===== config.mk =====
export PLATFORM = sky130hd
export DESIGN_NAME = coreExeTop
export DESIGN_NICKNAME = d
export VERILOG_FILES = /design/src/hw/coreExePkg.sv /design/src/hw/regFile.sv /design/src/hw/instDecode.sv /design/src/hw/intExecute.sv /design/src/hw/retireStage.sv /design/src/hw/coreExeTop.sv
export SDC_FILE = /design/constraint.sdc
export NUM_CORES = 2
export LEC_CHECK = 0
export ABC_CLOCK_PERIOD_IN_PS = 23700
export BUFFER_PORTS_ARGS = -buffer_cell sky130_fd_sc_hd__buf_2
export CORE_ASPECT_RATIO = 0.75
export CORE_MARGIN = 1.5
export CORE_UTILIZATION = 55
export CTS_BUF_LIST = sky130_fd_sc_hd__clkbuf_2
export CTS_CLUSTER_SIZE = 20
export DETAILED_ROUTE_END_ITERATION = 10
export GPL_TIMING_DRIVEN = 0
export PLACE_DENSITY_LB_ADDON = 0.25
export SETUP_SLACK_MARGIN = 0.02
export SLEW_MARGIN = 0
export SYNTH_ARGS = -nofsm -noshare
export SYNTH_HDL_FRONTEND = slang
export SYNTH_HIERARCHICAL = 1
export SYNTH_SLANG_ARGS = --single-unit
export TNS_END_PERCENT = 10

===== constraint.sdc =====
create_clock -name Clock -period 23.7 [get_ports Clock]
set_clock_uncertainty 0.05 [all_clocks]
set_input_delay 1.185 -clock Clock [delete_from_list [all_inputs] [get_ports Clock]]
set_output_delay 1.185 -clock Clock [all_outputs]
set_load 0.005 [all_outputs]

===== src/hw/coreExePkg.sv =====
// Types and encodings shared by all stages of the RV32I execute slice; imported by each module
`default_nettype none

package coreExePkg;

  // ========================================
  // Opcodes
  // ========================================
  localparam logic [6:0] OpReg    = 7'b0110011; // R-type ALU
  localparam logic [6:0] OpImm    = 7'b0010011; // I-type ALU and shifts
  localparam logic [6:0] OpLui    = 7'b0110111;
  localparam logic [6:0] OpAuipc  = 7'b0010111;
  localparam logic [6:0] OpBranch = 7'b1100011; // All six conditional branches

  // ========================================
  // ALU and branch encodings
  // ========================================
  typedef enum logic [3:0] {
    ADD,  // Also AUIPC and branch target
    SUB,
    SLT,
    SLTU,
    SLL,
    SRL,
    SRA,
    XOR,
    OR,
    AND
  } tAluOp;

  typedef enum logic [2:0] {
    BEQ,
    BNE,
    BLT,
    BGE,
    BLTU,
    BGEU,
    NONE  // Not a branch
  } tBranchOp;

  // ========================================
  // Stage payloads
  // ========================================
  typedef struct packed {
    logic [31:0] Instr;  // Raw instruction word
    logic [31:0] Pc;
  } tInst;

  typedef struct packed {
    logic [4:0] RegSrc1;
    logic [4:0] RegSrc2;
    logic [4:0] RegDst;
    logic       RegWrEn;
    logic       SelAluPc;   // ALU input 1 takes Pc
    logic       SelAluImm;  // ALU input 2 takes the immediate
    logic       Lui;        // Result is the immediate itself
    tAluOp      AluOp;
    tBranchOp   BranchOp;
    logic       Valid;
  } tCtrlExe;

  typedef struct packed {
    logic [31:0] PreRegRdData1;  // Register file values before forwarding
    logic [31:0] PreRegRdData2;
    logic [31:0] Pc;
    logic [31:0] Immediate;
  } tDataExe;

  // Forwarding view of a later stage
  typedef struct packed {
    logic [4:0] RegDst;
    logic       RegWrEn;
    logic       Valid;
  } tWbCtrl;

  typedef struct packed {
    logic [4:0]  Rd;
    logic        RegWrEn;
    logic [31:0] Data;  // ALU result or branch target
    logic        IsBranch;
    logic        BranchTaken;
    logic [31:0] PcPlus4;
    logic [31:0] Pc;
  } tResult;

  typedef struct packed {
    logic   Valid;
    tResult Res;
  } tStageQ10x;

endpackage

`default_nettype wire


===== src/hw/regFile.sv =====
// Integer register file: two combinational read ports, one write port, same-cycle write-through
`timescale 1ns/100ps
`default_nettype none

module regFile #(
  parameter int NumRegs = 32
) (
  input  var logic        Clock,
  input  var logic        arstN,
  input  var logic [4:0]  RdAddr1,
  input  var logic [4:0]  RdAddr2,
  output logic [31:0]     RdData1,
  output logic [31:0]     RdData2,
  input  var logic        WrEn,     // Only on a retiring transfer
  input  var logic [4:0]  WrAddr,
  input  var logic [31:0] WrData
);

  logic [31:0] Regs [NumRegs];

  // Array cleared on reset so early reads are defined
  always_ff @(posedge Clock or negedge arstN) begin
    if (!arstN) begin
      for (int i = 0; i < NumRegs; i++) begin
        Regs[i] <= '0;
      end
    end else if (WrEn && (WrAddr != 5'd0)) begin
      Regs[WrAddr] <= WrData;
    end
  end

  // x0 hardwired, then bypass the write in flight
  always_comb begin : readPorts
    RdData1 = (RdAddr1 == 5'd0)                 ? 32'd0  :
              (WrEn && (WrAddr == RdAddr1))     ? WrData : Regs[RdAddr1];
    RdData2 = (RdAddr2 == 5'd0)                 ? 32'd0  :
              (WrEn && (WrAddr == RdAddr2))     ? WrData : Regs[RdAddr2];
  end

endmodule

`default_nettype wire


===== src/hw/instDecode.sv =====
// Q101H stage: holds the accepted instruction, decodes it, reads operands and registers Q102H
`timescale 1ns/100ps
`default_nettype none

module instDecode (
  input  var logic                 Clock,
  input  var logic                 arstN,
  input  var logic                 Ready,      // Global stage enable
  input  var logic                 InstValid,
  input  var coreExePkg::tInst     InstData,
  output logic [4:0]               RdAddr1,    // To register file
  output logic [4:0]               RdAddr2,
  input  var logic [31:0]          RdData1,    // Write-through already applied
  input  var logic [31:0]          RdData2,
  output coreExePkg::tCtrlExe      CtrlQ102H,
  output coreExePkg::tDataExe      DataQ102H
);
  import coreExePkg::*;

  logic        ValidQ101H;
  tInst        InstQ101H;
  logic [6:0]  OpcodeQ101H;
  logic [2:0]  Funct3Q101H;
  logic        AltQ101H;   // funct7 bit 5, picks SUB and SRA
  logic [31:0] ImmQ101H;
  tCtrlExe     CtrlQ101H;
  tDataExe     DataQ101H;

  // Arithmetic op from funct3, Alt selects SUB or SRA
  function automatic tAluOp aluOpOf(input logic [2:0] Funct3, input logic Alt);
    case (Funct3)
      3'b000:  return Alt ? SUB : ADD;
      3'b001:  return SLL;
      3'b010:  return SLT;
      3'b011:  return SLTU;
      3'b100:  return XOR;
      3'b101:  return Alt ? SRA : SRL;
      3'b110:  return OR;
      default: return AND;
    endcase
  endfunction

  // ========================================
  // Q101H instruction register
  // ========================================
  always_ff @(posedge Clock or negedge arstN) begin
    if (!arstN) begin
      ValidQ101H <= 1'b0;
    end else if (Ready) begin
      ValidQ101H <= InstValid;  // Bubble when nothing offered
    end
  end

  always_ff @(posedge Clock) begin
    if (Ready) begin
      InstQ101H <= InstData;
    end
  end

  assign OpcodeQ101H = InstQ101H.Instr[6:0];
  assign Funct3Q101H = InstQ101H.Instr[14:12];
  assign AltQ101H    = InstQ101H.Instr[30];

  always_comb begin : decode
    CtrlQ101H          = '0;
    CtrlQ101H.AluOp    = ADD;
    CtrlQ101H.BranchOp = NONE;
    ImmQ101H           = '0;
    case (OpcodeQ101H)
      OpReg: begin
        CtrlQ101H.RegSrc1 = InstQ101H.Instr[19:15];
        CtrlQ101H.RegSrc2 = InstQ101H.Instr[24:20];
        CtrlQ101H.RegWrEn = 1'b1;
        CtrlQ101H.AluOp   = aluOpOf(Funct3Q101H, AltQ101H);
      end
      OpImm: begin
        CtrlQ101H.RegSrc1   = InstQ101H.Instr[19:15];
        CtrlQ101H.RegWrEn   = 1'b1;
        CtrlQ101H.SelAluImm = 1'b1;
        // No SUBI, Alt only matters for SRAI
        CtrlQ101H.AluOp     = aluOpOf(Funct3Q101H, AltQ101H && (Funct3Q101H == 3'b101));
        ImmQ101H            = {{20{InstQ101H.Instr[31]}}, InstQ101H.Instr[31:20]};
      end
      OpLui: begin
        CtrlQ101H.RegWrEn   = 1'b1;
        CtrlQ101H.SelAluImm = 1'b1;
        CtrlQ101H.Lui       = 1'b1;
        ImmQ101H            = {InstQ101H.Instr[31:12], 12'b0};
      end
      OpAuipc: begin
        CtrlQ101H.RegWrEn   = 1'b1;
        CtrlQ101H.SelAluPc  = 1'b1;  // Pc + U immediate
        CtrlQ101H.SelAluImm = 1'b1;
        ImmQ101H            = {InstQ101H.Instr[31:12], 12'b0};
      end
      OpBranch: begin
        CtrlQ101H.RegSrc1   = InstQ101H.Instr[19:15];
        CtrlQ101H.RegSrc2   = InstQ101H.Instr[24:20];
        CtrlQ101H.SelAluPc  = 1'b1;  // ALU makes the target
        CtrlQ101H.SelAluImm = 1'b1;
        case (Funct3Q101H)
          3'b000:  CtrlQ101H.BranchOp = BEQ;
          3'b001:  CtrlQ101H.BranchOp = BNE;
          3'b100:  CtrlQ101H.BranchOp = BLT;
          3'b101:  CtrlQ101H.BranchOp = BGE;
          3'b110:  CtrlQ101H.BranchOp = BLTU;
          3'b111:  CtrlQ101H.BranchOp = BGEU;
          default: CtrlQ101H.BranchOp = NONE;
        endcase
        ImmQ101H = {{19{InstQ101H.Instr[31]}}, InstQ101H.Instr[31], InstQ101H.Instr[7],
                    InstQ101H.Instr[30:25], InstQ101H.Instr[11:8], 1'b0};
      end
      default: ;  // Unsupported, retires as no-op
    endcase
    CtrlQ101H.RegDst = CtrlQ101H.RegWrEn ? InstQ101H.Instr[11:7] : 5'd0;
    CtrlQ101H.Valid  = ValidQ101H;
  end

  assign RdAddr1   = CtrlQ101H.RegSrc1;
  assign RdAddr2   = CtrlQ101H.RegSrc2;
  assign DataQ101H = '{PreRegRdData1: RdData1, PreRegRdData2: RdData2,
                       Pc: InstQ101H.Pc, Immediate: ImmQ101H};

  // Q101H to Q102H
  always_ff @(posedge Clock or negedge arstN) begin
    if (!arstN) begin
      CtrlQ102H <= '0;
    end else if (Ready) begin
      CtrlQ102H <= CtrlQ101H;
    end
  end

  always_ff @(posedge Clock) begin
    if (Ready) begin
      DataQ102H <= DataQ101H;
    end
  end

endmodule

`default_nettype wire


===== src/hw/intExecute.sv =====
// Q102H execute stage: hazard check, three-level forwarding, ALU and branch compare into Q103H
`timescale 1ns/100ps
`default_nettype none

module intExecute (
  input  var logic                 Clock,
  input  var logic                 arstN,
  input  var logic                 Ready,
  input  var coreExePkg::tCtrlExe  CtrlQ102H,
  input  var coreExePkg::tDataExe  DataQ102H,
  input  var coreExePkg::tWbCtrl   WbCtrlQ103H,    // Youngest producer
  input  var coreExePkg::tWbCtrl   WbCtrlQ104H,
  input  var coreExePkg::tWbCtrl   WbCtrlQ105H,    // Oldest, about to write
  input  var logic [31:0]          AluOutQ104H,
  input  var logic [31:0]          RegWrDataQ105H,
  output coreExePkg::tStageQ10x    StageQ103H,
  output logic [31:0]              AluOutQ103H
);
  import coreExePkg::*;

  logic        Hazard1Src1Q102H, Hazard2Src1Q102H, Hazard3Src1Q102H;
  logic        Hazard1Src2Q102H, Hazard2Src2Q102H, Hazard3Src2Q102H;
  logic [31:0] RegRdData1Q102H, RegRdData2Q102H;
  logic [31:0] AluIn1Q102H, AluIn2Q102H;
  logic [4:0]  ShamtQ102H;
  logic [31:0] AluOutQ102H;
  logic        BranchTakenQ102H;
  tResult      ResQ102H;
  logic        ValidQ103H;
  tResult      ResQ103H;

  // Producer in a later stage writes the register we read
  function automatic logic hitWb(input logic [4:0] Src, input tWbCtrl Wb);
    return Wb.Valid && Wb.RegWrEn && (Wb.RegDst == Src) && (Src != 5'd0);
  endfunction

  // ========================================
  // Hazard detection and forwarding
  // ========================================
  assign Hazard1Src1Q102H = hitWb(CtrlQ102H.RegSrc1, WbCtrlQ103H);
  assign Hazard2Src1Q102H = hitWb(CtrlQ102H.RegSrc1, WbCtrlQ104H);
  assign Hazard3Src1Q102H = hitWb(CtrlQ102H.RegSrc1, WbCtrlQ105H);
  assign Hazard1Src2Q102H = hitWb(CtrlQ102H.RegSrc2, WbCtrlQ103H);
  assign Hazard2Src2Q102H = hitWb(CtrlQ102H.RegSrc2, WbCtrlQ104H);
  assign Hazard3Src2Q102H = hitWb(CtrlQ102H.RegSrc2, WbCtrlQ105H);

  // Youngest match wins
  assign RegRdData1Q102H = Hazard1Src1Q102H ? AluOutQ103H    :
                           Hazard2Src1Q102H ? AluOutQ104H    :
                           Hazard3Src1Q102H ? RegWrDataQ105H :
                                              DataQ102H.PreRegRdData1;  // No hazard
  assign RegRdData2Q102H = Hazard1Src2Q102H ? AluOutQ103H    :
                           Hazard2Src2Q102H ? AluOutQ104H    :
                           Hazard3Src2Q102H ? RegWrDataQ105H :
                                              DataQ102H.PreRegRdData2;

  assign AluIn1Q102H = CtrlQ102H.SelAluPc  ? DataQ102H.Pc        : RegRdData1Q102H;
  assign AluIn2Q102H = CtrlQ102H.SelAluImm ? DataQ102H.Immediate : RegRdData2Q102H;
  assign ShamtQ102H  = AluIn2Q102H[4:0];  // Low five bits only

  // ========================================
  // ALU and branch compare
  // ========================================
  always_comb begin : alu
    case (CtrlQ102H.AluOp)
      ADD:     AluOutQ102H = AluIn1Q102H + AluIn2Q102H;  // Also target for branches
      SUB:     AluOutQ102H = AluIn1Q102H - AluIn2Q102H;
      SLT:     AluOutQ102H = {31'b0, $signed(AluIn1Q102H) < $signed(AluIn2Q102H)};
      SLTU:    AluOutQ102H = {31'b0, AluIn1Q102H < AluIn2Q102H};
      SLL:     AluOutQ102H = AluIn1Q102H << ShamtQ102H;
      SRL:     AluOutQ102H = AluIn1Q102H >> ShamtQ102H;
      SRA:     AluOutQ102H = $signed(AluIn1Q102H) >>> ShamtQ102H;
      XOR:     AluOutQ102H = AluIn1Q102H ^ AluIn2Q102H;
      OR:      AluOutQ102H = AluIn1Q102H | AluIn2Q102H;
      AND:     AluOutQ102H = AluIn1Q102H & AluIn2Q102H;
      default: AluOutQ102H = AluIn1Q102H + AluIn2Q102H;
    endcase
    if (CtrlQ102H.Lui) begin
      AluOutQ102H = AluIn2Q102H;  // LUI passes the U immediate
    end
  end

  always_comb begin : branchCmp
    case (CtrlQ102H.BranchOp)
      BEQ:     BranchTakenQ102H =  (RegRdData1Q102H == RegRdData2Q102H);
      BNE:     BranchTakenQ102H = !(RegRdData1Q102H == RegRdData2Q102H);
      BLT:     BranchTakenQ102H =  ($signed(RegRdData1Q102H) < $signed(RegRdData2Q102H));
      BGE:     BranchTakenQ102H = !($signed(RegRdData1Q102H) < $signed(RegRdData2Q102H));
      BLTU:    BranchTakenQ102H =  (RegRdData1Q102H < RegRdData2Q102H);
      BGEU:    BranchTakenQ102H = !(RegRdData1Q102H < RegRdData2Q102H);
      default: BranchTakenQ102H = 1'b0;  // NONE
    endcase
  end

  assign ResQ102H = '{Rd: CtrlQ102H.RegDst, RegWrEn: CtrlQ102H.RegWrEn, Data: AluOutQ102H,
                      IsBranch: (CtrlQ102H.BranchOp != NONE), BranchTaken: BranchTakenQ102H,
                      PcPlus4: DataQ102H.Pc + 32'd4, Pc: DataQ102H.Pc};

  // Q102H to Q103H
  always_ff @(posedge Clock or negedge arstN) begin
    if (!arstN) begin
      ValidQ103H <= 1'b0;
    end else if (Ready) begin
      ValidQ103H <= CtrlQ102H.Valid;
    end
  end

  always_ff @(posedge Clock) begin
    if (Ready) begin
      ResQ103H <= ResQ102H;
    end
  end

  assign StageQ103H  = '{Valid: ValidQ103H, Res: ResQ103H};
  assign AluOutQ103H = ResQ103H.Data;  // Forwarded back into Q102H

endmodule

`default_nettype wire


===== src/hw/retireStage.sv =====
// Q103H to Q105H result pipe: forwarding taps, register write-back and the result output stream
`timescale 1ns/100ps
`default_nettype none

module retireStage (
  input  var logic                   Clock,
  input  var logic                   arstN,
  input  var logic                   Ready,
  input  var coreExePkg::tStageQ10x  StageQ103H,
  output coreExePkg::tWbCtrl         WbCtrlQ103H,
  output coreExePkg::tWbCtrl         WbCtrlQ104H,
  output coreExePkg::tWbCtrl         WbCtrlQ105H,
  output logic [31:0]                AluOutQ104H,
  output logic [31:0]                RegWrDataQ105H,
  output logic                       WrEn,         // Register file write port
  output logic [4:0]                 WrAddr,
  output logic [31:0]                WrData,
  output logic                       ResultValid,
  input  var logic                   ResultReady,
  output coreExePkg::tResult         ResultData
);
  import coreExePkg::*;

  logic   ValidQ104H, ValidQ105H;
  tResult ResQ104H, ResQ105H;

  // ========================================
  // Result pipe
  // ========================================
  always_ff @(posedge Clock or negedge arstN) begin
    if (!arstN) begin
      ValidQ104H <= 1'b0;
      ValidQ105H <= 1'b0;
    end else if (Ready) begin
      ValidQ104H <= StageQ103H.Valid;
      ValidQ105H <= ValidQ104H;
    end
  end

  always_ff @(posedge Clock) begin
    if (Ready) begin
      ResQ104H <= StageQ103H.Res;
      ResQ105H <= ResQ104H;
    end
  end

  // Forwarding taps, one per stage
  assign WbCtrlQ103H = '{RegDst: StageQ103H.Res.Rd, RegWrEn: StageQ103H.Res.RegWrEn,
                         Valid: StageQ103H.Valid};
  assign WbCtrlQ104H = '{RegDst: ResQ104H.Rd, RegWrEn: ResQ104H.RegWrEn, Valid: ValidQ104H};
  assign WbCtrlQ105H = '{RegDst: ResQ105H.Rd, RegWrEn: ResQ105H.RegWrEn, Valid: ValidQ105H};
  assign AluOutQ104H    = ResQ104H.Data;
  assign RegWrDataQ105H = ResQ105H.Data;

  // ========================================
  // Write-back and output stream
  // ========================================
  // Write lands on the same edge the record leaves
  assign WrEn   = ValidQ105H && ResultReady && ResQ105H.RegWrEn && (ResQ105H.Rd != 5'd0);
  assign WrAddr = ResQ105H.Rd;
  assign WrData = ResQ105H.Data;

  assign ResultValid = ValidQ105H;
  assign ResultData  = ResQ105H;  // Full record, flags included

endmodule

`default_nettype wire


===== src/hw/coreExeTop.sv =====
// Top of the RV32I execute slice: wires the four stages and derives the global stall enable
`timescale 1ns/100ps
`default_nettype none

module coreExeTop #(
  parameter int NumRegs = 32
) (
  input  var logic                Clock,
  input  var logic                arstN,
  input  var logic                InstValid,
  output logic                    InstReady,
  input  var coreExePkg::tInst    InstData,
  output logic                    ResultValid,
  input  var logic                ResultReady,
  output coreExePkg::tResult      ResultData
);
  import coreExePkg::*;

  logic        Ready;  // Enables every stage register
  logic [4:0]  RdAddr1, RdAddr2;
  logic [31:0] RdData1, RdData2;
  tCtrlExe     CtrlQ102H;
  tDataExe     DataQ102H;
  tStageQ10x   StageQ103H;
  logic [31:0] AluOutQ103H, AluOutQ104H, RegWrDataQ105H;
  tWbCtrl      WbCtrlQ103H, WbCtrlQ104H, WbCtrlQ105H;
  logic        WrEn;
  logic [4:0]  WrAddr;
  logic [31:0] WrData;

  // Whole pipe moves unless the output record is stuck
  assign Ready     = !ResultValid || ResultReady;
  assign InstReady = Ready;

  // ========================================
  // Stages
  // ========================================
  instDecode instDecode0 (
    .Clock, .arstN, .Ready, .InstValid, .InstData,
    .RdAddr1, .RdAddr2, .RdData1, .RdData2,
    .CtrlQ102H, .DataQ102H
  );

  regFile #(.NumRegs(NumRegs)) regFile0 (
    .Clock, .arstN, .RdAddr1, .RdAddr2, .RdData1, .RdData2,
    .WrEn, .WrAddr, .WrData
  );

  intExecute intExecute0 (
    .Clock, .arstN, .Ready, .CtrlQ102H, .DataQ102H,
    .WbCtrlQ103H, .WbCtrlQ104H, .WbCtrlQ105H,
    .AluOutQ104H, .RegWrDataQ105H, .StageQ103H, .AluOutQ103H
  );

  retireStage retireStage0 (
    .Clock, .arstN, .Ready, .StageQ103H,
    .WbCtrlQ103H, .WbCtrlQ104H, .WbCtrlQ105H,
    .AluOutQ104H, .RegWrDataQ105H,
    .WrEn, .WrAddr, .WrData,
    .ResultValid, .ResultReady, .ResultData
  );

endmodule

`default_nettype wire


==> impl_results.md <==
- CTS Buf Count: 392
- Gpl congestion: 1.15
- Seq/Total Area, Yosys: 0.476
- Cell family with most CP delay: compound AO/OA/AOI/OAI gates
- Cells after Synth: 6849
- I/O pins: 174
- Multi-input combinational cell area: 0.0412 mm^2
- Slew headroom: -0.260
- Critical path class: reg2reg
- Routed WL: 414000 um
- Via Count: 73000
- Clock Path Buffers: 4
- Reg area: 0.0415 mm^2
- Initial Util: 0.554
- Full die area: 0.161 mm^2
- Distinct cell type count after synthesis: 95
- Failing checks: capacitance limit, slew limit
- Lkg Pwr: 42.1 nW
- Post-synth ARST share: 0.678
- PD cells: 118 mW/mm^2
- Startpoint Class: flip-flop
- ANT nets after route: 0
- Number of max-cap violations: 29
- Initial antenna violation count: 44
- Filler cell count: 12600
- WP buf/inv: 4
- Slew Limit Fails: 217
- First DRT Iteration DRCs: 12500
- EDFF count, synth: 502
- CP max stage cell: a311oi_1
- Die W: 462 um
- Vias in the first global route: 68200
- H-tree depth: 5
- Clock sink count: 1557
- RSZ-0062 raised after global routing: no
- Port bufs: 173
- Post-DP HPWL: 313000 um
- CP peak stage delay: 830 ps
- Clk_lat worst skew: 1830 ps
- Data arrival time of the worst path: 12340 ps
- Flop and latch count out of synthesis: 1557
- PostCTS Resize Cnt: 0
- DP Area: 0.0913 mm^2
- DR WL/cell: 41.3 um
- Worst slack, placed: 13690 ps
- Measured slew at the worst slew-check pin: 1870 ps
- Syn. warnings: 6
- Largest net degree at the start of global routing: 163
- First-pass DRT Iterations: 9
- Outcome: finished, violations left
- Clock period minus worst slack: 10770 ps
- Fin. Hold Viols: 0
- Final core occ: 0.612
- Max rail drop VDD: 0.000149 V
- Ys flop type: dfrtp_1
- Period utilisation layout: 0.455
- Crit Path Max Fanout: 10
- Core area: 0.157 mm^2
- Nets: 7788
- Gr ovfl total: 0
- Mean Syn Cell Area: 12.7 um^2
- Commonest cells after routing, fill and taps aside: mux2_2, dfrtp_1, clkbuf_2
- Row count: 126
- Fmax achieved: 92.8 MHz
- Cell Area, Synth: 0.0871 mm^2
- DIE HEIGHT: 348 um
- TritonCTS clock tree: built
- Fin worst setup slack: 12930 ps
- Final setup fails: 0
- HP Class: in2reg
- Clock transition at path regs: 120 ps
- Commonest non-fill, non-tap cell in the layout: mux2_2
- Kind of end point of the critical path: flip-flop
- First-pass GRT wire length: 555000 um
- Total Routing Usage GR: 0.504
- Design Area, Final: 0.0962 mm^2
- Syn-to-layout area delta: 10.5%
- Clk root buf: clkbuf_2
- WP data required: 25260 ps
- Drt drc: 0
- Share of layout cells above drive strength 1: 0.349
- Vias/cell: 7.28
- CP most frequent cell: o21ai_0
- Net Count, Synth: 7049
[final timing paths]
check                                            from                          end  slack [ps]  cells past startpoint
setup reg to reg            instDecode0/CtrlQ102H[18]  intExecute0/AluOutQ103H[30]       12930                     25
setup / recovery            instDecode0/CtrlQ102H[18]  intExecute0/AluOutQ103H[30]       12930                     25
hold reg to reg            intExecute0/StageQ103H[34]    retireStage0/ResQ104H[34]         300                      0
hold / removal                            ResultReady  retireStage0/ResultData[98]         170                      2
min in group asynchronous                       arstN           regFile0/Regs[361]         510                      3
max in group asynchronous                       arstN    instDecode0/CtrlQ102H[21]       20090                      7
[layer usage]
layer,global-route usage,part of all wire,vias to the layer above
li1,-,-,27800
met4,0.207,0.049,56
met5,0.0912,0.0061,-
met2,0.592,0.36,6691
met1,0.668,0.38,37200
met3,0.376,0.21,1207
[final cells by class]
type | count | share of cell area
flip-flops and latches | 1557 | 0.431
multi-input cells | 4357 | 0.428
plain buffers | 798 | 0.0423
repair buffers | 345 | 0.0299
clock buffers | 565 | 0.0294
well taps | 2112 | 0.0275
clock inverters | 109 | 0.00563
inverters | 137 | 0.00534
diodes | 41 | 0.00107
[kinds of logic after synthesis]
logic type      Yosys count  share of synthesized area
mux                    1849                      0.282
flops                  1557                      0.476
compound gates         1362                      0.109
buf+inv                 935                     0.0524
simple gates            919                     0.0514
fa+ha+maj               132                     0.0191
xor+xnor                 95                    0.00955
[cells in the mapped netlist, types with 44 or more instances]
master,number,share of area
clkbuf_1,378,0.016
nand3_1,70,0.0040
buf_2,127,0.0073
a22o_1,97,0.0098
ha_1,130,0.019
a22oi_1,95,0.0082
xnor2_1,61,0.0061
buf_4,196,0.017
mux2_2,1122,0.15
and3_1,44,0.0032
o21ai_0,190,0.011
nand2_1,248,0.011
a21o_1,56,0.0048
a21oi_1,268,0.015
o211ai_1,77,0.0066
o221ai_1,47,0.0047
dfrtp_1,1055,0.30
mux4_2,369,0.095
inv_1,133,0.0057
nor3_1,73,0.0042
a211oi_1,82,0.0071
nor2_1,251,0.011
and2_1,48,0.0034
o22ai_1,118,0.0085
mux2i_1,357,0.041
buf_1,77,0.0033
edfxtp_1,502,0.17
[stage by stage]
step	hold WS, ps	std cells	setup TNS (ps)	power, W
final	169	10000	0	0.0113
after global routing	58.4	9992	0	0.0116
after CTS	0.103	9971	0	0.0109
after detailed placement	355	9168	0	0.00910
after global placement	350	9134	-1130950	0.00914
after floorplan	350	6849	0	0.00715
[power by group]
group | switching (W) | leakage (nW) | internal, W
logic | 0.00312 | 19.8 | 0.00181
registers | 0.000788 | 19.8 | 0.00376
clock network | 0.00118 | 2.61 | 0.000678
total | 0.00508 | 42.1 | 0.00624
[state kept, by name, summed over array words and instances (netlist names), 3 cells and up]
register / cells
regFile0/Regs: 1024
instDecode0/InstQ101H: 28
retireStage0/ResultData: 67
instDecode0/DataQ101H: 32
intExecute0/StageQ103H: 70
instDecode0/CtrlQ102H: 27
retireStage0/RegWrDataQ105H: 32
retireStage0/WbCtrlQ104H: 6
instDecode0/DataQ102H: 128
instDecode0/Funct3Q101H: 3
retireStage0/ResQ104H: 66
retireStage0/WrAddr: 5
retireStage0/AluOutQ104H: 32
intExecute0/AluOutQ103H: 32
[timing repair]
| item | CTS | global route |
|---|---|---|
| hold buffers | 129 | 0 |
| endpoints found under the hold margin | 536 | 0 |
| buffers inserted | 0 | 0 |
No activity file was read; power rests on OpenSTA's default activity.
